$ cat src/rtl/port_pkg.sv
// shared priority types and arbiter state encoding, imported by every module of the egress port
package port_pkg;

    // eight priorities, higher number is more urgent
    localparam int prio_width = 3;
    localparam int num_prios = 8;

    typedef logic [prio_width-1:0] prio_t;

    // one bit per priority
    typedef logic [num_prios-1:0] prio_mask_t;

    // complete packets waiting in one priority
    typedef logic [5:0] pkt_count_t;

    typedef enum logic [1:0] {
        ARB_IDLE,
        ARB_ADDR,
        ARB_STREAM,
        ARB_DONE
    } arb_state_t;

endpackage

$ cat src/rtl/priority_queue_manager.sv
// per-priority queue pointers and packet counts, maps writes into regions and drives buffer reads
`timescale 1ns/1ns

module priority_queue_manager
    import port_pkg::*;
#(
    parameter int data_width = 64,
    parameter int region_addr_width = 5
) (
    input  logic                                    clk,
    input  logic                                    rst,
    input  logic                                    wr_vld,
    input  logic [data_width-1:0]                   wr_data,
    input  prio_t                                   wr_prio,
    input  logic                                    wr_eop,
    input  prio_mask_t                              next_data,
    input  logic                                    rd_request,
    input  logic                                    pkt_done,
    output prio_mask_t                              prepared,
    output logic                                    buf_wr_en,
    output logic [prio_width+region_addr_width-1:0] buf_wr_addr,
    output logic [data_width-1:0]                   buf_wr_word,
    output logic                                    buf_wr_last,
    output logic [prio_width+region_addr_width-1:0] buf_rd_addr
);

    typedef logic [region_addr_width-1:0] offset_t;

    offset_t    wr_ptr [num_prios];
    offset_t    rd_ptr [num_prios];
    pkt_count_t count [num_prios];

    // selected priority decoded from the one-hot select
    prio_t      sel_prio;
    // priority of the packet in flight, kept after next_data drops
    prio_t      cur_prio;
    offset_t    issued_off;
    prio_mask_t inc_mask;
    prio_mask_t dec_mask;

    always_comb begin
        sel_prio = '0;
        for (int i = 0; i < num_prios; i++) begin
            if (next_data[i]) begin
                sel_prio = prio_t'(i);
            end
        end
    end

    // write side goes straight into the region of the packet's priority
    assign buf_wr_en   = wr_vld;
    assign buf_wr_addr = {wr_prio, wr_ptr[wr_prio]};
    assign buf_wr_word = wr_data;
    assign buf_wr_last = wr_eop;

    assign buf_rd_addr = {sel_prio, rd_ptr[sel_prio]};

    // a packet counts once its last word is in the buffer
    assign inc_mask = (wr_vld && wr_eop) ? prio_mask_t'(1) << wr_prio : '0;
    assign dec_mask = pkt_done ? prio_mask_t'(1) << cur_prio : '0;

    always_comb begin
        for (int i = 0; i < num_prios; i++) begin
            prepared[i] = count[i] != '0;
        end
    end

    always_ff @(posedge clk) begin
        if (rst) begin
            for (int i = 0; i < num_prios; i++) begin
                wr_ptr[i] <= '0;
                rd_ptr[i] <= '0;
                count[i]  <= '0;
            end
            cur_prio   <= '0;
            issued_off <= '0;
        end else begin
            if (wr_vld) begin
                wr_ptr[wr_prio] <= wr_ptr[wr_prio] + 1'b1;
            end

            if (rd_request) begin
                rd_ptr[sel_prio] <= rd_ptr[sel_prio] + 1'b1;
                issued_off       <= rd_ptr[sel_prio];
                cur_prio         <= sel_prio;
            end else if (pkt_done) begin
                // last issued address was the speculative one past the eop word
                rd_ptr[cur_prio] <= issued_off;
            end

            for (int i = 0; i < num_prios; i++) begin
                if (inc_mask[i] && !dec_mask[i]) begin
                    count[i] <= count[i] + 1'b1;
                end else if (dec_mask[i] && !inc_mask[i]) begin
                    count[i] <= count[i] - 1'b1;
                end
            end
        end
    end

endmodule

$ cat config.mk
export PLATFORM = sky130hd
export DESIGN_NAME = priority_queue_manager
export DESIGN_NICKNAME = d
export VERILOG_FILES = /design/src/rtl/port_pkg.sv /design/src/rtl/priority_queue_manager.sv
export SDC_FILE = /design/constraint.sdc
export NUM_CORES = 1
export LEC_CHECK = 0
export BUFFER_PORTS_ARGS = -buffer_cell sky130_fd_sc_hd__buf_2
export CAP_MARGIN = 20
export CORE_MARGIN = 5
export CORE_UTILIZATION = 60
export DETAILED_ROUTE_END_ITERATION = 8
export GPL_TIMING_DRIVEN = 0
export HOLD_SLACK_MARGIN = 0.02
export PLACE_DENSITY = 0.86
export SYNTH_ARGS = -nofsm -noshare
export SYNTH_HDL_FRONTEND = slang
export SYNTH_SLANG_ARGS = --single-unit
$ cat constraint.sdc
create_clock -name clk -period 9.2 [get_ports clk]
set_input_delay 0.92 -clock clk [delete_from_list [all_inputs] [get_ports clk]]
set_output_delay 0.92 -clock clk [all_outputs]
set_load 0.05 [all_outputs]
# --- Word level (Yosys, flattened, before mapping) ---
# Memory sizes are Yosys's and may differ from the RTL's.
# Cells that the tools add are included.
totals:
  reg_bits: 8
  ram_bits: 128
  input_bits: 81
  out_inout_bits: 90
  wordCells: 187
  memories: 3
classes:
  addsub: 18
  shift: 2
  mux: 102
  bitwise: 16
  reduce_logical: 44
memory_table:
  columns: ["name", "depth", "width", "rd", "rd_clocked_by_memory_dff", "wr", "line_no", "rtl"]
  rows:
  - ["count", 8, 6, 8, 0, 8, "priority_queue_manager.sv:31", "pkt_count_t count [num_prios];"]
  - ["rd_ptr", 8, 5, 1, 0, 8, "priority_queue_manager.sv:30", "offset_t rd_ptr [num_prios];"]
  - ["wr_ptr", 8, 5, 1, 0, 8, "priority_queue_manager.sv:29", "offset_t wr_ptr [num_prios];"]
op_table:
  columns: ["op", "n"]
  rows:
  - ["6-bit 2-to-1 mux", 16]
  - ["1-bit 2-to-1 mux", 72]
  - ["6-bit by 1-bit adder with 6-bit output (second input constant)", 8]
  - ["6-bit nonzero test", 8]
  - ["6-bit by 1-bit subtractor with 6-bit output (second input constant)", 8]
  - ["3-bit 2-to-1 mux", 9]
  - ["1-bit logical AND", 17]
  - ["1-bit logical NOT", 16]
  - ["8-bit 2-to-1 mux", 2]
  - ["1-bit bitwise OR", 16]
  - ["1-bit by 3-bit left shift with 8-bit output (first input constant)", 2]
  - ["5-bit 2-to-1 mux", 3]
  - ["5-bit OR reduction", 3]
  - ["5-bit by 1-bit adder with 5-bit output (second input constant)", 2]

# --- Longest topological paths before layout ---
# Gate-level depths: netlist of run 1.
# An unclocked memory read counts as a cell.
depth:
  depth_word: 11
  mapped_depth: 13
  depth_no_buf: 12

# --- Least setup slack after synthesis of run 1 ---
# No wires, ideal clock.
synth_path:
  path_type: "in2reg"
  from: "in wr_prio[1]"
  to: "mem count[1][23] (netlist bit), data pin"
  arrival_time_ps: 3403
  t_required_ps: 8934
  path_slack_ps: 5531
  cell_stages: 12
  path_buffers: 2
  path_cell_list: "clkbuf_1 -> buf_2 -> nand3_1 -> nor3_1 -> nor4_1 -> ha_1 -> a21o_1 -> a21o_1 -> a21o_1 -> a21oi_1 -> xnor2_1 -> nor2_1"
synth_lines:
  columns: ["element", "line_no", "rtl"]
  rows:
  - ["start: declaration", "priority_queue_manager.sv:14", "input prio_t wr_prio,"]
  - ["end: declaration", "priority_queue_manager.sv:31", null]

# --- Worst setup path in the final report of run 1 ---
layout_path:
  from: "in wr_prio[0]"
  to: "out buf_wr_addr[0]"
layout_via:
  elab_chain_len: 1
layout_lines:
  columns: ["element", "line_no", "rtl"]
  rows:
  - ["memory read 8 x 5 bit", null, null]
  - ["end: declaration", "priority_queue_manager.sv:21", "output logic [prio_width+region_addr_width-1:0] buf_wr_addr,"]
# Every way passes these cells.

==> metrics.md, run 1 <==
| Metric | Value |
|---|---|
| Status | finished, final reports clean |
| GR Overflow Total | 0 |
| Fillers | 1023 |
| Hold Path End | issued_off[3] |
| Worst-Margin Slew | 0.978 ns |
| Fin crit share | 40.2% |
| # IOs | 171 |
| Critical Path End Type | primary output |
| Post-route setup slack | 5.50 ns |
| Critical Path Start Type | input pin |
| Layout Cell Area excl Fill | 0.00970 sq mm |
| Async S/R FF share, synth | 0% |
| Total iterations of the first detailed-routing run | 6 |
| Area contributors post-synth | edfxtp_1 (45%), nor2_1 (6.8%), buf_4 (6.2%) |
| Cell family contributing the most delay on the critical path | buffers and inverters |
| Root Driver | clkbuf_16 |
| Finished Core Util | 69.9% |
| Starting Density | 61.0% |
| Slowest stage delay, CP | 0.52 ns |
| Site row count | 43 |
| Synth warn | 0 |
| Clock slew at reported path FFs | 0.05 ns |
| Antenna violations before repair | 0 |
| Crit path buf inv count | 4 |
| CP Max Fanout | 11 |
| Die ar. | 0.0166 sq mm |
| Placed inst area | 0.00920 sq mm |
| Dpl ws | 5.30 ns |
| Leakage | 4.16 nW |
| CP Depth | 7 |
| R2r startpoint | cur_prio[1] |
| Post-synth cell types | 75 |
| Sinks on Clock Net | 136 |
| CTS buffer count | 17 |
| Clock Path Buffers | 2 |
| Routability congestion estimate | 0.917 |
| Area of the multi-input gates | 0.00365 sq mm |
| Post-synthesis instance total | 816 |
| Post-synth EDFFs | 128 |
| CP Class | input pin to primary output |
| Critical Path Slowest Stage Cell | o221ai_2 |
| Post-CTS Setup Inserts | 0 |
| Endpoints failing setup | 0 |
| Worst path most repeated cell | buf_2 |
| Normalized max-slew margin | 32.9% |
| Syn_area_per_cell | 10.4 sq um |
| Sequential share of the synthesized area | 47.3% |
| Commonest non-fill, non-tap cell in the layout | nor2_1 |
| RSZ-0062 raised after global routing | false |
| Vias in the first global route | 6241 |
| Hold depth | 2 |
| Clock Skew | 0.00461 ns |
| Final Critical Period | 3.70 ns |
| Final hold slack | 0.501 ns |
| Register-to-register setup slack | 6.14 ns |
| Max-slew violation count | 0 |
| I/O Buffers | 101 |
| Power per cell area | 170 mW/mm^2 |
| Total track usage | 22.9% |
| Routed Antenna Nets | 0 |
| Syn Nets | 937 |
| Critical path arrival | 2.78 ns |
| Initial drt markers | 699 |
| Number of placed instances with taps included | 1099 |
| Hold_buf cts | 0 |
| Post-detailed-route DRC marker count | 0 |
| Most frequent cells in the layout | nor2_1 (153), edfxtp_1 (128), buf_2 (108) |
| Die Width | 129 um |
| Synth top area share | 45.4% |
| Routed WL | 19000 um |
| Routed length per instance | 16.8 um |
| Hold_sp | issued_off[3] |
| Total power | 1.65 mW |
| Nets@finish | 1060 |
| Syn Std Cell Area | 0.00846 sq mm |
| CTS H-tree lvls | 4 |
| Largest net degree at the start of global routing | 17 |
| #FFs+latches synth | 136 |
| Maxcap violations | 0 |
| First-pass GRT wire length | 29900 um |
| Total number of vias | 6522 |
| Post_cts resized | 0 |
| HPWL Detailed | 14000 um |
| CTS tree | yes |
| R2R cell count | 11 |
| Final hold violation count | 0 |
| Crit-path cells | buf_2, buf_2, inv_1, nor2_1, a21oi_1, o221ai_2, buf_2 |
| Routed vias/inst | 5.76 |
| Hold WC Path Type | flop to flop |
| Ys flop type | edfxtp_1 |
| Core area | 0.0139 sq mm |
| Post-route insts no fill | 1132 |
| Final setup TNS | 0 ns |
| Highest clock rate | 0.270 GHz |
| VDD IR-drop max | 145 uV |
| P&R area growth vs syn | 14.7% |
| Chip height | 129 um |
| Antenna fix cells | 0 |
| Critical R2R Capture | count[1][5] |
| Register area | 0.00400 sq mm |
| Worst-Skew Late Latency | 0.42 ns |
| Worst path required time | 8.28 ns |
| Yosys top cell by area | edfxtp_1 |
| Layout cells sized above 1 | 25.0% |
==> metal layers <==
layer | GRT usage [%] | vias up | routed length, um
met2 | 39.1 | 299 | 9790
li1 | - | 3087 | -
met4 | 8.15 | 0 | 372
met5 | 0 | - | 0
met1 | 29.4 | 3101 | 7530
met3 | 4.15 | 35 | 1300
==> flip-flops by register name (all words and copies together), names as in the netlist <==
signal      cells
count          48
cur_prio        3
wr_ptr         40
issued_off      5
rd_ptr         40
==> power by group <==
| group | internal [mW] | leakage (nW) | switching (mW) | total [mW] |
|---|---|---|---|---|
| Combinational | 0.105 | 2.53 | 0.231 | 0.336 |
| Clock | 0.336 | 0.237 | 0.242 | 0.578 |
| Sequential | 0.718 | 1.40 | 0.0183 | 0.736 |
==> cells by family after synthesis <==
| family | share of synthesized area, % |
|---|---|
| DFF | 47.3 |
| muxes | 3.48 |
| adders and majority gates | 6.54 |
| buffers and inverters | 9.52 |
| and+or+nand+nor | 17.2 |
| AOI/OAI and AO/OA | 10.9 |
| xor gates and xnor gates | 5.04 |
==> worst register-to-register path: stages (launching register included) <==
cell and delay, ns:
dfxtp_1 0.33, nand2b_1 0.23, or2_2 0.34, or3_1 0.45
inv_1 0.20, ha_1 0.26, a21o_1 0.18, a21o_1 0.20
a21o_1 0.19, a21oi_1 0.22, xnor2_1 0.15, nor2_1 0.06
==> synth_stat cells, drive strengths merged, types with 7 or more instances <==
| master | n |
|---|---|
| clkbuf | 21 |
| inv | 43 |
| edfxtp | 128 |
| mux2i | 14 |
| xnor2 | 27 |
| o21ai | 14 |
| a21oi | 34 |
| a211oi | 21 |
| nand2 | 27 |
| nor3 | 10 |
| nand3 | 25 |
| nor4 | 12 |
| fa | 7 |
| a21o | 21 |
| nor2 | 154 |
| dfxtp | 8 |
| ha | 33 |
| nand2b | 29 |
| or2 | 7 |
| xor2 | 20 |
| buf | 77 |
==> final cells by class <==
cell class,instances,share of cell area [%]
sequential,136,41.3
multi-input combinational,539,37.6
buffer,98,6.64
timing repair buffer,104,5.36
clock buffer,20,4.50
tap,180,2.32
inverter,43,1.66
clock inverter,12,0.632
==> how the worst max path moves through the flow <==
stage | start | to | slack [ns]
2_1_floorplan | wr_prio[1] | count[1][23] | 5.53
3_3_place_gp | wr_prio[0] | count[1][17] | 5.01
3_5_place_dp | wr_prio[1] | count[0][23] | 5.30
4_1_cts | wr_prio[0] | buf_wr_addr[0] | 5.53
5_1_grt | wr_prio[0] | buf_wr_addr[0] | 5.37
6_report | wr_prio[0] | buf_wr_addr[0] | 5.50
Power figures use the tool's default switching activity.
==> run 2, diff against run 1 <==
- ABC_AREA: unset -> 1
- CORE_UTILIZATION: 60 -> 50
- PLACE_DENSITY: 0.86 -> 0.77
- clock period: 9.2 -> 3.28 ns (I/O delays scaled with it)
==> metrics.md, run 2 <==
| Metric | Value |
|---|---|
| Status | finished, final reports clean |
| Nets@finish | 1174 |
| Routability congestion estimate | 0.855 |
| Power per cell area | 502 mW/mm^2 |
| Final hold violation count | 0 |
| CP Max Fanout | 7 |
| Synth warn | 0 |
| Chip height | 139 um |
| Critical Path Slowest Stage Cell | nor2_1 |
| Routed WL | 18500 um |
| Clock Skew | 0.0116 ns |
| Routed Antenna Nets | 0 |
| Sequential share of the synthesized area | 48.5% |
| Register-to-register setup slack | 0.52 ns |
| Critical path arrival | 2.92 ns |
| Routed length per instance | 14.4 um |
| CTS buffer count | 17 |
| RSZ-0062 raised after global routing | false |
| Antenna fix cells | 0 |
| Vias in the first global route | 6438 |
| Most frequent cells in the layout | nor2_1 (173), nand2_1 (154), edfxtp_1 (128) |
| Worst-Margin Slew | 0.776 ns |
| Yosys top cell by area | edfxtp_1 |
| Sinks on Clock Net | 136 |
| P&R area growth vs syn | 16.8% |
| Crit-path cells | inv_1, nor2_1, inv_1, nor2_1, nand2_1, nor2_1, ha_1, a21oi_1, nor2_1, nor2_1, inv_1, nand2_1, nand2_1, a21oi_1, xor2_1, inv_1, nor2_1 |
| Fillers | 1411 |
| Total number of vias | 6514 |
| Critical Path End Type | flop |
| Initial drt markers | 549 |
| CTS tree | yes |
| Hold WC Path Type | input pin to flop |
| CP Class | flop to flop |
| #FFs+latches synth | 136 |
| # IOs | 171 |
| Layout cells sized above 1 | 23.3% |
| HPWL Detailed | 13900 um |
| Die Width | 139 um |
| Most flop-heavy register | count |
| Post-detailed-route DRC marker count | 0 |
| Register area | 0.00400 sq mm |
| Routed vias/inst | 5.07 |
| Hold_buf cts | 0 |
| Total iterations of the first detailed-routing run | 5 |
| Root Driver | clkbuf_16 |
| Placed inst area | 0.00906 sq mm |
| Worst-Skew Late Latency | 0.43 ns |
| Syn Nets | 1050 |
| Endpoints failing setup | 0 |
| Total power | 4.85 mW |
| Syn Std Cell Area | 0.00826 sq mm |
| Leakage | 4.41 nW |
| VDD IR-drop max | 308 uV |
| Async S/R FF share, synth | 0% |
| Post-route insts no fill | 1286 |
| Commonest non-fill, non-tap cell in the layout | nor2_1 |
| Area of the multi-input gates | 0.00323 sq mm |
| Core area | 0.0164 sq mm |
| Final Critical Period | 2.76 ns |
| Critical Path Start Type | flop |
| Starting Density | 50.4% |
| I/O Buffers | 104 |
| Maxcap violations | 0 |
| Ys flop type | edfxtp_1 |
| Slowest stage delay, CP | 0.47 ns |
| Clock Path Buffers | 2 |
| Post-synth EDFFs | 128 |
| Total track usage | 19.6% |
| Post-CTS Setup Inserts | 0 |
| CTS H-tree lvls | 4 |
| Site row count | 47 |
| Post-synth cell types | 41 |
| Antenna violations before repair | 0 |
| Die ar. | 0.0192 sq mm |
| Clock slew at reported path FFs | 0.06 ns |
| Number of placed instances with taps included | 1254 |
| Post-synthesis instance total | 929 |
| Max reg flops | 48 |
| Post-synth top cells | nor2_1 (173), nand2_1 (154), edfxtp_1 (128) |
| GR Overflow Total | 0 |
| Syn_area_per_cell | 8.89 sq um |
| Post_cts resized | 0 |
| Cell family contributing the most delay on the critical path | simple AND/OR/NAND/NOR gates |
| Normalized max-slew margin | 48.0% |
| Area contributors post-synth | edfxtp_1 (47%), nor2_1 (7.9%), nand2_1 (7.0%) |
| Largest net degree at the start of global routing | 17 |
| Crit path buf inv count | 4 |
| Worst path most repeated cell | nor2_1 |
| First-pass GRT wire length | 31000 um |
| Max-slew violation count | 0 |
| Highest clock rate | 0.362 GHz |
| Count leader, synth | nor2_1 |
| Synth top area share | 46.5% |
| Top Registers | count x48, rd_ptr x40, wr_ptr x40 |
| Layout Cell Area excl Fill | 0.00965 sq mm |
| Worst path required time | 3.44 ns |
| Fin crit share | 84.1% |
## run 2: changes by cell type in the layout (fill, tap and decap cells not counted), sizes merged, moves of 5 or more
cell,change
nand2,+134
inv,+75
nand3,+42
nand2b,-29
xnor2,-24
a21o,-21
a211oi,-20
nor2,+19
o21ai,+17
clkbuf,-16
mux2i,-14
mux2,-5
nor3b,+5
or3b,-5
## run 2: final cells by class
| cell class | instances | area share (%) |
|---|---|---|
| clock inverters | 14 | 1.61 |
| plain buffers | 83 | 6.04 |
| inverters | 119 | 4.63 |
| repair buffers | 105 | 5.47 |
| multi-input cells | 591 | 33.5 |
| clock buffers | 18 | 4.45 |
| flip-flops and latches | 136 | 41.5 |
| well taps | 220 | 2.85 |
## run 2: stage by stage
stage	utilization, %	setup TNS, ns	worst slack [ns]	hold slack [ns]
2_1_floorplan	-	0	0.277	0.422
3_3_place_gp	55.2	-0.252	-0.0355	0.523
3_5_place_dp	55.3	0	0.180	0.542
4_1_cts	58.8	0	0.522	0.178
5_1_grt	58.8	0	0.213	0.205
6_report	58.8	0	0.521	0.188
## run 2: per-layer routing
metal / share of wire, % / GRT usage, % / wire length, um
met5: 0 / 0 / 0
met4: 2.3 / 7.64 / 427
met3: 7.8 / 4.28 / 1450
met2: 49 / 33.4 / 9150
met1: 40 / 24.5 / 7500
## run 2: final timing paths
| kind | start | to | cells after the start |
|---|---|---|---|
| worst max register to register | cur_prio[0] | count[0][11] | 17 |
| worst min register to register | issued_off[4] | issued_off[4] | 2 |
| worst min-delay path | rd_request | issued_off[4] | 2 |
| worst max-delay path | cur_prio[0] | count[0][11] | 17 |
## run 2: where the power goes
group          switching, mW  internal (mW)  total (mW)
Clock                  0.727           1.18        1.91
Combinational          0.637          0.246       0.883
Sequential            0.0492           2.01        2.06
Total                   1.41           3.43        4.85
## run 2: kinds of logic after synthesis
kind of cell               share of synthesized area (%)
and+or+nand+nor                                     23.5
buffers and inverters                               12.5
DFF                                                 48.5
AOI/OAI and AO/OA                                   6.03
adders and majority gates                           6.69
xor gates and xnor gates                            2.85
## run 2: worst reg2reg max path, cell delays in order (launching register included)
cell and delay, ns:
dfxtp_1 0.40, inv_1 0.08, nor2_1 0.09, inv_1 0.06
nor2_1 0.14, nand2_1 0.07, nor2_1 0.47, ha_1 0.35
a21oi_1 0.15, nor2_1 0.05, nor2_1 0.08, inv_1 0.05
nand2_1 0.07, nand2_1 0.05, a21oi_1 0.17, xor2_1 0.10
inv_1 0.07, nor2_1 0.04
