### src/rtl/port_pkg.sv
// shared priority types and arbiter state encoding, imported by every module of the egress port
package port_pkg;

    // eight priorities, higher number is more urgent
    localparam int prio_width = 3;
    localparam int num_prios = 8;

    typedef logic [prio_width-1:0] prio_t;

    // one bit per priority
    typedef logic [num_prios-1:0] prio_mask_t;

    // complete packets waiting in one priority
    typedef logic [5:0] pkt_count_t;

    typedef enum logic [1:0] {
        ARB_IDLE,
        ARB_ADDR,
        ARB_STREAM,
        ARB_DONE
    } arb_state_t;

endpackage

### src/rtl/read_arbiter.sv
// picks the next priority by strict priority or weighted round robin and frames packets on the output
`timescale 1ns/1ns

module read_arbiter
    import port_pkg::*;
#(
    parameter int data_width = 64,
    parameter int wrr_weight_width = 5
) (
    input  logic                        clk,
    input  logic                        rst,
    input  logic                        ready,
    input  logic                        sp0_wrr1,
    input  logic [wrr_weight_width-1:0] wrr_weight,
    input  prio_mask_t                  prepared,
    input  logic [data_width-1:0]       rd_word,
    input  logic                        rd_last,
    output prio_mask_t                  next_data,
    output logic                        rd_request,
    output logic                        pkt_done,
    output logic [data_width-1:0]       rd_data,
    output logic                        rd_vld,
    output logic                        rd_sop,
    output logic                        rd_eop
);

    arb_state_t                  state;
    logic                        first_word;

    // wrr position, priority being served and packets taken from it
    prio_t                       wrr_prio;
    logic [wrr_weight_width-1:0] wrr_served;
    logic [wrr_weight_width-1:0] eff_weight;
    logic                        wrr_stay;
    prio_t                       wrr_next;
    prio_t                       sp_pick;
    prio_t                       pick;

    // highest prepared priority
    always_comb begin
        sp_pick = '0;
        for (int i = 0; i < num_prios; i++) begin
            if (prepared[i]) begin
                sp_pick = prio_t'(i);
            end
        end
    end

    // nearest lower prepared priority with wrap, the farthest is scanned first
    always_comb begin
        prio_t cand;
        wrr_next = wrr_prio;
        for (int i = num_prios; i >= 1; i--) begin
            cand = wrr_prio - prio_t'(i);
            if (prepared[cand]) begin
                wrr_next = cand;
            end
        end
    end

    // a weight of zero still serves one packet
    assign eff_weight = (wrr_weight == '0) ? 1 : wrr_weight;
    assign wrr_stay   = prepared[wrr_prio] && (wrr_served < eff_weight);
    assign pick       = sp0_wrr1 ? (wrr_stay ? wrr_prio : wrr_next) : sp_pick;

    always_ff @(posedge clk) begin
        if (rst) begin
            state      <= ARB_IDLE;
            next_data  <= '0;
            rd_request <= 1'b0;
            pkt_done   <= 1'b0;
            rd_vld     <= 1'b0;
            rd_sop     <= 1'b0;
            rd_eop     <= 1'b0;
            first_word <= 1'b0;
            wrr_prio   <= prio_t'(num_prios - 1);
            wrr_served <= '0;
        end else begin
            rd_vld   <= 1'b0;
            rd_sop   <= 1'b0;
            rd_eop   <= 1'b0;
            pkt_done <= 1'b0;
            case (state)
                ARB_IDLE: begin
                    // ready only matters here, between packets
                    if (ready && |prepared) begin
                        state      <= ARB_ADDR;
                        next_data  <= prio_mask_t'(1) << pick;
                        rd_request <= 1'b1;
                        if (sp0_wrr1) begin
                            if (wrr_stay) begin
                                wrr_served <= wrr_served + 1'b1;
                            end else begin
                                wrr_prio   <= wrr_next;
                                wrr_served <= 1;
                            end
                        end
                    end
                end
                ARB_ADDR: begin
                    // first address in flight, its word returns next cycle
                    state      <= ARB_STREAM;
                    first_word <= 1'b1;
                end
                ARB_STREAM: begin
                    rd_vld     <= 1'b1;
                    rd_sop     <= first_word;
                    rd_eop     <= rd_last;
                    first_word <= 1'b0;
                    if (rd_last) begin
                        state      <= ARB_DONE;
                        rd_request <= 1'b0;
                        next_data  <= '0;
                        pkt_done   <= 1'b1;
                    end
                end
                ARB_DONE: begin
                    state <= ARB_IDLE;
                end
                default: begin
                    state <= ARB_IDLE;
                end
            endcase
        end
    end

    always_ff @(posedge clk) begin
        if (state == ARB_STREAM) begin
            rd_data <= rd_word;
        end
    end

endmodule

### config.mk
export PLATFORM = sky130hd
export DESIGN_NAME = read_arbiter
export DESIGN_NICKNAME = d
export VERILOG_FILES = /design/src/rtl/port_pkg.sv /design/src/rtl/read_arbiter.sv
export SDC_FILE = /design/constraint.sdc
export NUM_CORES = 1
export LEC_CHECK = 0
export BUFFER_PORTS_ARGS = -buffer_cell sky130_fd_sc_hd__clkbuf_2
export CORE_ASPECT_RATIO = 0.5
export CORE_UTILIZATION = 28
export DETAILED_ROUTE_END_ITERATION = 16
export REMOVE_ABC_BUFFERS = 1
export SLEW_MARGIN = 20
export SYNTH_ARGS = -nofsm -noshare
export SYNTH_HDL_FRONTEND = slang
export SYNTH_SLANG_ARGS = --single-unit
### constraint.sdc
create_clock -name clk -period 4.6 [get_ports clk]
set_input_delay 0 -clock clk [delete_from_list [all_inputs] [get_ports clk]]
set_output_delay 0 -clock clk [all_outputs]
set_load 0.05 [all_outputs]
==> Word level (Yosys, flattened, before mapping) <==
Index checks and enable logic that the tools add are counted.
W data, S select, Z words.
{ "op_classes": {"n_bitwise": 1, "eq_ne": 5, "shift": 1, "mux": 46, "add_sub_neg": 8, "n_reduce_logical": 11, "order_cmp": 9} }
{ "op_table": {"columns": ["operator", "count"], "rows": [
  ["$mux W3", 15],
  ["$lt A3 B4 Y1 const B", 8],
  ["$bmux W1 S3", 8],
  ["$mux W8", 2],
  ["$pmux W8 S2", 1],
  ["$mux W1", 13],
  ["$sub A3 B3 Y3 const B", 4],
  ["$mux W5", 2],
  ["$pmux W2 S4", 1],
  ["$reduce_or A8 Y1", 1],
  ["$shl A1 B3 Y8 const A", 1],
  ["$reduce_and A3 Y1", 2],
  ["$sub A3 B2 Y3 const B", 2],
  ["$add A5 B1 Y5 const B", 1],
  ["$logic_not A5 Y1", 1],
  ["$lt A5 B5 Y1", 1],
  ["$eq A2 B2 Y1 const B", 2],
  ["$mux W2", 2],
  ["$ne A2 B2 Y1 const B", 2],
  ["$pmux W1 S2", 2],
  ["$reduce_bool A2 Y1", 2],
  ["$sub A3 B1 Y3 const B", 1],
  ["$eq A2 B1 Y1 const B", 1],
  ["$logic_and A1 B1 Y1", 2],
  ["other kinds (4)", 4]
]} }
{ "word_totals": {"word_cells": 92, "register_bits": 88, "inputBits": 82, "output_inout_bits": 77} }

==> Longest topological paths before layout <==
Gate-level depths: netlist (run 1).
{ "logic_depth": {"ltp_word": 15, "ltp_mapped": 13, "depth_no_buf": 9} }

==> Worst setup path before layout (run 1) <==
No wires, ideal clock.
{ "synth_path": {"path_type": "flip-flop to flip-flop", "start": "register wrr_prio[1]", "end": "register next_data[4]", "path_buffers": 4, "required_ns": 4.513, "setup_slack_ns": 1.543, "period_less_slack_ns": 3.057, "arrival_time_ns": 2.969, "path_stages_with_launch": 14, "setup_ns": 0.087, "path_cell_list": "dfxtp_1 -> buf_4 -> clkbuf_8 -> inv_1 -> ha_1 -> clkbuf_2 -> buf_2 -> mux2_2 -> a221o_1 -> nor3_1 -> o21ai_0 -> o21a_1 -> a311o_1 -> o31ai_1"} }
{ "synth_between": {"elab_chain_len": 15, "word_cells_on_any_way": 36, "classes_between": "add/sub: 7; shift: 1; mux: 27; reduce/logical: 1"} }
{ "synth_rtl": {"columns": ["element", "line", "rtl"], "rows": [
  ["start, declared", "read_arbiter.sv:31", "prio_t wrr_prio;"],
  ["start signal, assigned", "read_arbiter.sv:76", "wrr_prio <= prio_t'(num_prios - 1);"],
  ["start signal, assigned", "read_arbiter.sv:94", "wrr_prio <= wrr_next;"],
  ["$sub A3 B3 Y3", "read_arbiter.sv:54", "cand = wrr_prio - prio_t'(i);"],
  ["$bmux W1 S3", "read_arbiter.sv:55", "if (prepared[cand]) begin"],
  ["$mux W1 (implied by the code)", "read_arbiter.sv:55", null],
  ["$mux W3 (7 in a row)", "read_arbiter.sv:55", null],
  ["$mux W3 *", null, null],
  ["$mux W3 *", "read_arbiter.sv:64", "assign pick = sp0_wrr1 ? (wrr_stay ? wrr_prio : wrr_next) : sp_pick;"],
  ["$shl A1 B3 Y8 *", "read_arbiter.sv:88", "next_data <= prio_mask_t'(1) << pick;"],
  ["$mux W8 *", "read_arbiter.sv:86", "if (ready && |prepared) begin"],
  ["$pmux W8 S2 *", "read_arbiter.sv:83", "case (state)"],
  ["end signal, assigned", "read_arbiter.sv:88", null],
  ["end, declared", "read_arbiter.sv:18", "output prio_mask_t next_data,"]
]} }
Every way passes the cells marked *; elsewhere a longest branch is shown, timed or not. The select of a mux whose other input is x is not followed.
A chain may end at the register's enable or synchronous reset.

==> Final worst setup path (run 1) <==
{ "layout_path": {"start": "register wrr_prio[1]", "end": "register next_data[0]"} }
The elaborated chain is that of the path after synthesis.

==> results.toml, run 1 <==
[status]
outcome = "finished clean"

[layout]
drive_gt1_share_pct = 37.9
utilization_pct = 41.8
instances_no_fill = 750
nets = 639
fillers = 1390
area_growth_pct = 43.0
antenna_cells = 0

[grt]
track_usage_pct = 13.5
grt_max_degree = 73
grt_pass1_wl_mm = 16.9
grt-ovfl-total = 0
grt_pass1_vias = 3344
antenna_found_initial = 0

[drt]
vias = 3487
viasPerCell = 4.65
wire_per_inst_um = 14.6
firstDrtPassIters = 5
ant_nets = 0
drt-initial-drc-count = 242
drt_wl_total_mm = 10.9
drt_drc_violations_left = 0

[floorplan]
die_x_um = 178
start_util_pct = 29.2
die-area_um2 = 16000
io_pins = 159
rows = 31
core_um2 = 14800
dieHeight_um = 89.8

[clocking]
insertion_delay_ns = 0.33
cts_buffers = 9
root_buffer = "clkbuf_16"
cts_buffer_depth = 2
clkSinkCount = 87
post-cts-setup-buffers = 0
cts_tree = "built"
clk_pin_slew_ns = 0.06
htree_num_levels = 3
ctsResizeCount = 0

[critical_path]
crit_type = "register to register"
critPathBufInv = 1
crit_path_top_delay_cell = "dfxtp_1"
critical-path-top-delay-family = "compound AO/OA/AOI/OAI gates"
required_ns = 4.84
endpoint_kind = "register"
crit_arrival_ns = 3.69
critPathLaunchType = "register"
cpPeakStageDelay_ns = 0.64
path_cells = "inv_1 -> ha_1 -> mux2_2 -> a221o_1 -> nor3_1 -> o21ai_0 -> o21a_1 -> a311o_1 -> o31ai_1"
path_max_fanout = 15

[place]
placed_cells = 669
io_buffers = 158
place.gp.congestion = 0.881
hpwl_mm = 7.88

[yosys]
yosysWarnings = 0
seq_area_frac_synth_pct = 55.2
ys_seq_elements = 87
yosys-mux-area-fraction_pct = 13.6
synthFlopType = "edfxtp_1"
postSynth.asyncResetShare_pct = 0
synth_top_family_by_area = "multiplexers"
yosysMostFrequentCell = "edfxtp_1"
synth_area_leader_cell = "edfxtp_1"
synth_xor_area_share_pct = 1.42
yosys.area_share.simple_pct = 10.5
synth_top_cell_area_share_pct = 44.5
synth_commonest_cells = "edfxtp_1, nand2_1, nor2_1"
synth-edff-count = 64
synth_area_um2 = 4320
synthAdderAreaFrac_pct = 2.90
synth_top_cells_by_area = "edfxtp_1, dfxtp_1, mux4_2"
synth.avg_cell_area_um2 = 13.0
synth_compound_area_share_pct = 11.5
ys_types = 67
netlist_instances = 333

[pwr]
ir_drop_mv = 0.187
p_seq_share_pct = 35.3
switching_share_pct = 41.3
p_leak_nw = 2.58
p_sw_mw = 1.31
p_clk_share_pct = 23.1
p_per_area_nw_per_um2 = 513
combinationalPowerShare_pct = 41.6
p_int_mw = 1.86

[sta]
hold_viol_final = 0
final.setup.tns_ns = 0
worst_pin_slew_ns = 0.916
fmax_ghz = 0.290
setup_viol = 0
period_needed_ns = 3.45
finalMaxSlewViolations = 0
fin_crit_sh_pct = 75.0
finClkSkew_ns = 0.00417
rsz0062_at_grt = "no"
slew_headroom_pct = 38.9

[flow_run]
drv_cap = 0

[worst_hold_path]
hold_class = "input port to register"
metrics by stage:
stage                     power [mW]  hold WS [ns]  cell area [µm²]  worst slack [ns]
after global placement          2.40         0.178             5220              1.30
after floorplan                 2.10        0.0724             4150              1.20
after global routing            3.34        0.0706             6180             0.878
final                           3.17        0.0531             6180              1.15
after CTS                       3.20        0.0469             6180              1.17
after detailed placement        2.41         0.179             5220              1.21
sequential cells by signal, summed over array words and instances, names as in the netlist:
signal and flops:
next_data 8, rd_sop 1, wrr_prio 3, rd_vld 1, state 2, rd_data 64, pkt_done 1, wrr_served 5
rd_request 1, first_word 1
cells in the final DEF (no fill, tap or decap), drive strengths merged, types with 5 or more instances in the layout:
master,Yosys,final
mux2i,10,10
mux4,16,16
ha,10,10
nor2,26,26
inv,13,16
nor3,7,7
mux2,8,8
clkbuf,16,167
xor2,5,5
o21ai,10,10
dfxtp,23,23
nor2b,6,6
dlygate4sd3,0,65
nand2,27,27
edfxtp,64,64
o41ai,5,5
a21oi,10,10
nand3,5,5
a22oi,5,5
cell families after synthesis:
group,Yosys count
buffers and inverters,36
xor gates and xnor gates,7
DFF,87
and+or+nand+nor,93
muxes,34
AOI/OAI and AO/OA,66
adders and majority gates,10
power by group through the flow:
stage	logic, mW	registers, mW	clock network, mW
final	1.32	1.12	0.731
after floorplan	0.451	1.65	0
after global placement	1.27	1.13	0
after detailed placement	1.28	1.14	0
after global routing	1.41	1.14	0.787
after CTS	1.32	1.12	0.755
worst paths after layout:
| check | start | end | slack (ns) | cells after the start |
|---|---|---|---|---|
| min | rst | wrr_served[0] | 0.05 | 2 |
| max | wrr_prio[1] | next_data[0] | 1.15 | 9 |
| max reg2reg | wrr_prio[1] | next_data[0] | 1.15 | 9 |
| min reg2reg | first_word | rd_sop | 0.45 | 1 |
worst reg2reg max path, stage by stage (launching register included):
cell,delay [ns]
dfxtp_1,0.64
inv_1,0.18
ha_1,0.62
mux2_2,0.40
a221o_1,0.34
nor3_1,0.25
o21ai_0,0.11
o21a_1,0.23
a311o_1,0.38
o31ai_1,0.21
cell type report:
| type | instances | area, µm² | area share, % |
|---|---|---|---|
| timing repair buffer | 226 | 1460 | 23.7 |
| sequential | 87 | 2380 | 38.6 |
| multi-input combinational | 210 | 1730 | 28.0 |
| clock inverter | 7 | 77.6 | 1.26 |
| clock buffer | 9 | 225 | 3.65 |
| inverter | 13 | 48.8 | 0.790 |
| tap | 198 | 248 | 4.01 |
timing repair:
action	4_1_cts	5_1_grt
setup endpoints to repair	0	0
endpoints found under the hold margin	66	0
hold buffers	65	0
per-layer routing:
| metal | vias to the layer above | GRT usage, % | routed length, µm |
|---|---|---|---|
| met5 | - | 0 | 0 |
| met4 | 0 | 4.20 | 129 |
| met3 | 10 | 3.38 | 722 |
| met2 | 131 | 22.7 | 5370 |
| met1 | 1638 | 17.1 | 4710 |
| li1 | 1708 | - | - |
No activity file was read; power rests on OpenSTA's default activity.
==> run 2: changes to the inputs <==
Settings changed: ABC_AREA set to 1.
Clock period 4.6 ns to 3.12 ns, I/O delays scaled along.
==> run 2 against run 1 <==
Effect of this change: maximum frequency is 43% higher; die area shrank 11%; via count is 6.4% lower; global-route usage up 0.14 points; sequential cell count unchanged; highest routed layer unchanged; largest cell class unchanged; critical endpoint is now next_data[5].
==> results.toml, run 2 <==
[status]
outcome = "finished clean"

[pwr]
p_leak_nw = 2.64
ir_drop_mv = 0.275
p_per_area_nw_per_um2 = 800
p_int_mw = 2.66
p_clk_share_pct = 22.3
p_sw_mw = 1.95
combinationalPowerShare_pct = 42.7
switching_share_pct = 42.2
p_seq_share_pct = 35.0

[clocking]
clk_pin_slew_ns = 0.06
htree_num_levels = 3
cts_tree = "built"
clkSinkCount = 87
post-cts-setup-buffers = 0
cts_buffer_depth = 2
cts_buffers = 9
hold_buffers = 65
insertion_delay_ns = 0.33
ctsResizeCount = 0
root_buffer = "clkbuf_16"

[layout]
largest_reg_flops = 64
instances_no_fill = 756
area_growth_pct = 49.5
regMostFlops = "rd_data"
multi_input_area_um2 = 1260
fillers = 1217
regArea_um2 = 2380
reg_top3 = "rd_data (64), next_data (8), wrr_served (5)"
nets = 673
fin_area_um2 = 5760
mostFrequentLayoutCell = "clkbuf_2"
drive_gt1_share_pct = 37.5
final_cell_mix = "clkbuf_2, nand2_1, dlygate4sd3_1"
antenna_cells = 0

[floorplan]
core_um2 = 13000
rows = 29
die-area_um2 = 14300
start_util_pct = 29.6
io_pins = 159
dieHeight_um = 85.0
die_x_um = 168

[yosys]
synth.avg_cell_area_um2 = 11.0
synth_commonest_cells = "nand2_1, edfxtp_1, nand3_1"
synth_top_cell_area_share_pct = 49.9
synth_area_leader_cell = "edfxtp_1"
ys_types = 34
synth_area_um2 = 3850
synth-edff-count = 64
synth_top_cells_by_area = "edfxtp_1, dfxtp_1, nand2_1"
yosysWarnings = 0
ys_seq_elements = 87
yosysMostFrequentCell = "nand2_1"
netlist_instances = 350
seq_area_frac_synth_pct = 61.8
postSynth.asyncResetShare_pct = 0
synthFlopType = "edfxtp_1"

[critical_path]
endpoint_kind = "register"
crit_arrival_ns = 2.68
crit_path_top_delay_cell = "ha_1"
crit_type = "register to register"
cpPeakStageDelay_ns = 0.43
required_ns = 3.39
critPathLaunchType = "register"
path_max_fanout = 11
path_cells = "inv_6 -> ha_1 -> inv_2 -> nand3_1 -> nand3_2 -> nand2_2 -> nand2_1 -> nand2_1 -> nand2_1 -> nand2_1 -> nand2_1 -> nand2_2 -> nand3_1 -> nand3_1 -> nand2_1 -> nor2_2 -> nand2_1 -> a21oi_2"
critPathMostFrequentCell = "nand2_1"

[place]
io_buffers = 158
hpwl_mm = 7.05
place.gp.congestion = 0.937
place_area_um2 = 4830
placed_cells = 675

[grt]
antenna_found_initial = 0
track_usage_pct = 13.7
grt_pass1_wl_mm = 15.4
grt_max_degree = 43
grt-ovfl-total = 0
grt_pass1_vias = 3226

[drt]
viasPerCell = 4.32
drt_drc_violations_left = 0
drt_wl_total_mm = 9.83
ant_nets = 0
firstDrtPassIters = 4
wire_per_inst_um = 13.0
drt-initial-drc-count = 222
vias = 3264

[sta]
hold_viol_final = 0
period_needed_ns = 2.41
fmax_ghz = 0.415
hold_slack_ns = 0.0741
slew_headroom_pct = 48.2
rsz0062_at_grt = "no"
fin_crit_sh_pct = 77.3
setup_viol = 0
finClkSkew_ns = 0.00536
finalMaxSlewViolations = 0
final.setup.tns_ns = 0
worst_pin_slew_ns = 0.775

[flow_run]
drv_cap = 0

[worst_hold_path]
hold_class = "input port to register"
-- run 2: changes by cell type after synthesis, sizes merged, moves of 8 or more --
cell	delta
nand2	+64
inv	+26
mux2i	-10
nor2	-13
a21oi	+14
mux4	-16
nand3	+42
mux2	-8
clkbuf	-14
-- run 2: critical path: cells and delay by family (launching register included) --
family	cells	cell delay (ns)
AND/OR/NAND/NOR	14	1.17
flip-flops	1	0.41
adder cells (fa/ha/maj)	1	0.43
AO/OA/AOI/OAI	1	0.11
buffers and inverters	2	0.22
-- run 2: metrics by stage --
stage	setup WS [ns]	total power [mW]	util (%)
finish	0.710	4.61	44.2
global route	0.404	4.88	44.2
global placement	0.850	3.52	37.1
CTS	0.722	4.66	44.2
floorplan	-0.0614	3.10	-
detailed placement	0.747	3.54	37.1
-- run 2: power groups by stage --
stage / combinational (mW) / clock [mW] / sequential [mW]
6_report: 1.97 / 1.03 / 1.61
5_1_grt: 2.14 / 1.11 / 1.63
4_1_cts: 1.97 / 1.07 / 1.61
3_5_place_dp: 1.90 / 0 / 1.64
3_3_place_gp: 1.89 / 0 / 1.63
2_1_floorplan: 0.797 / 0 / 2.30
-- run 2: cells by family after synthesis --
logic type	after synthesis	share of synthesized area [%]
DFF	87	61.8
and+or+nand+nor	159	21.6
buffers and inverters	46	5.52
AOI/OAI and AO/OA	42	6.49
xor gates and xnor gates	6	1.36
adders and majority gates	10	3.25
-- run 2: layer usage --
| layer | track usage, % | up-vias | share of wire [%] |
|---|---|---|---|
| li1 | - | 1666 | - |
| met1 | 16.8 | 1489 | 45 |
| met2 | 23.4 | 99 | 48 |
| met3 | 3.92 | 10 | 6.3 |
| met4 | 4.42 | 0 | 1.1 |
| met5 | 0 | - | 0 |
-- run 2: path summary, 6_finish.rpt --
kind,start,end,slack (ns),depth (start not counted)
worst max-delay path,wrr_prio[0],next_data[5],0.71,18
worst min register to register,rd_request,rd_request,0.46,2
worst max register to register,wrr_prio[0],next_data[5],0.71,18
worst min-delay path,rst,next_data[5],0.07,2
-- run 2: final cells by class --
cell class	instances	area share, %
flip-flops and latches	87	41.3
repair buffers	227	25.5
multi-input cells	217	21.9
clock buffers	11	4.04
well taps	170	3.69
inverters	39	2.63
clock inverters	5	0.890
==> run 3: changes to the inputs <==
Settings changed: ABC_AREA 1 to 0.
Clock period 3.12 ns to 2.2 ns, I/O delays scaled along.
==> run 3 against run 2 <==
Effect of this change: the run now ends with negative setup slack left; clock-buffer cell count is 2 lower; critical path depth down 7; final area increased by 22%; power up 57%; non-clock buffer count is 71 higher; sequential share of layout area shrank 7.2 points; critical path type unchanged.
==> results.toml, run 3 (synthesized netlist as in run 1, its figures left out) <==
[clocking]
insertion_delay_ns = 0.33
cts_tree = "built"
htree_num_levels = 3
clk_pin_slew_ns = 0.06
root_buffer = "clkbuf_16"
clkSinkCount = 87
cts_buffer_depth = 2
cts_buffers = 9

[sta]
hold_viol_final = 0
setup_ws_ns = -0.486
setup_viol = 11
rsz0062_at_grt = "yes"
period_needed_ns = 2.69
fin_crit_sh_pct = 122
finalMaxSlewViolations = 0
worst_pin_slew_ns = 0.367
finClkSkew_ns = 0.00526
fmax_ghz = 0.372
final.setup.tns_ns = -4.48
slew_headroom_pct = 74.8

[place]
place.gp.congestion = 0.860
hpwl_mm = 8.66
io_buffers = 158

[pwr]
p_per_area_nw_per_um2 = 1030
switching_share_pct = 40.1
combinationalPowerShare_pct = 46.0
ir_drop_mv = 0.451
p_int_mw = 4.34
p_seq_share_pct = 32.3
p_clk_share_pct = 21.8
p_leak_nw = 3.00
p_sw_mw = 2.91

[critical_path]
rr_startpoint = "wrr_prio[1]"
endpoint_kind = "register"
crit_type = "register to register"
path_max_fanout = 6
r2r-end = "next_data[6]"
regToRegSetupSlack_ns = -0.49
crit_arrival_ns = 2.92
required_ns = 2.43
critPathLaunchType = "register"
rr_worst_depth = 11

[grt]
grt_pass1_wl_mm = 18.8
grt_pass1_vias = 3808
grt-ovfl-total = 0
grt_max_degree = 49
antenna_found_initial = 0
track_usage_pct = 15.1

[worst_hold_path]
holdPathStages = 2
hp-start = "rst"
whs_endpoint = "rd_request"
hold_class = "input port to register"

[floorplan]
die_x_um = 178
start_util_pct = 29.2
core_um2 = 14800
io_pins = 159
die-area_um2 = 16000
rows = 31
dieHeight_um = 89.8

[layout]
final_cell_mix = "clkbuf_2, buf_4, dlygate4sd3_1"
reg_top3 = "rd_data (64), next_data (8), wrr_served (5)"
mostFrequentLayoutCell = "clkbuf_2"
area_growth_pct = 62.2
regMostFlops = "rd_data"
antenna_cells = 0
utilization_pct = 47.4
drive_gt1_share_pct = 51.4
nets = 711
largest_reg_flops = 64

[drt]
firstDrtPassIters = 4
drt-initial-drc-count = 155
viasPerCell = 4.59
vias = 3769
drt_wl_total_mm = 12.4
drt_drc_violations_left = 0
wire_per_inst_um = 15.1
ant_nets = 0

[status]
outcome = "finished, violations left"
failed_checks = "negative setup slack"

[flow_run]
drv_cap = 0
==> run 3: worst max-delay path: stages (launching register included) <==
cell and delay, ns:
dfxtp_2 0.36, inv_2 0.06, ha_4 0.32, buf_6 0.13, mux4_2 0.35, mux2_4 0.33
o221ai_1 0.17, o21a_1 0.21, buf_4 0.13, a31oi_1 0.07, buf_4 0.18, o41ai_4 0.28
==> run 3: per-layer routing <==
| layer | global-route usage [%] | part of all wire [%] | vias to the layer above |
|---|---|---|---|
| li1 | - | - | 1837 |
| met1 | 18.2 | 43 | 1804 |
| met2 | 26.4 | 50 | 117 |
| met3 | 3.81 | 5.6 | 11 |
| met4 | 4.42 | 1.3 | 0 |
| met5 | 0 | 0 | - |
==> run 3: through the flow <==
stage | cells | power [mW] | setup WS [ns] | cell area, µm² | hold WS [ns]
2_1_floorplan | 310 | 4.39 | -1.20 | 4150 | 0.0724
3_3_place_gp | 728 | 5.29 | -0.567 | 5680 | 0.176
6_report | 821 | 7.25 | -0.486 | 7010 | 0.0735
5_1_grt | 821 | 7.62 | -0.554 | 7010 | 0.0985
4_1_cts | 820 | 7.20 | -0.477 | 6870 | 0.0529
3_5_place_dp | 728 | 5.32 | -0.637 | 5680 | 0.179
==> run 3: timing repair <==
item | in CTS | in global routing
endpoints found under the setup margin | 15 | 15
gates resized for setup | 40 | 25
pin swaps | 15 | 16
hold buffers | 65 | 0
setup buffers | 11 | 1
hold endpoints to repair | 66 | 0
cloned | 1 | 0
==> run 3: worst max-delay path by stage <==
stage                            from      endpoint  depth (start not counted)
after floorplan           wrr_prio[1]  next_data[2]                          9
after global placement    wrr_prio[0]  next_data[4]                          9
after detailed placement  wrr_prio[0]  next_data[5]                          9
after CTS                 wrr_prio[0]  next_data[5]                         10
after global routing      wrr_prio[0]  next_data[6]                         10
final                     wrr_prio[1]  next_data[6]                         11
==> run 3: final cells by class <==
type	instances	area [µm²]
flip-flops and latches	87	2390
well taps	198	248
fillers	1351	7770
multi-input cells	210	1970
repair buffers	298	2030
clock buffers	9	225
clock inverters	6	86.3
inverters	13	51.3
==> run 3: power groups by stage <==
stage | logic (mW) | registers [mW] | clock network (mW)
6_report | 3.33 | 2.34 | 1.58
5_1_grt | 3.55 | 2.38 | 1.69
3_3_place_gp | 2.94 | 2.34 | 0
3_5_place_dp | 2.95 | 2.36 | 0
2_1_floorplan | 0.944 | 3.44 | 0
4_1_cts | 3.23 | 2.34 | 1.64
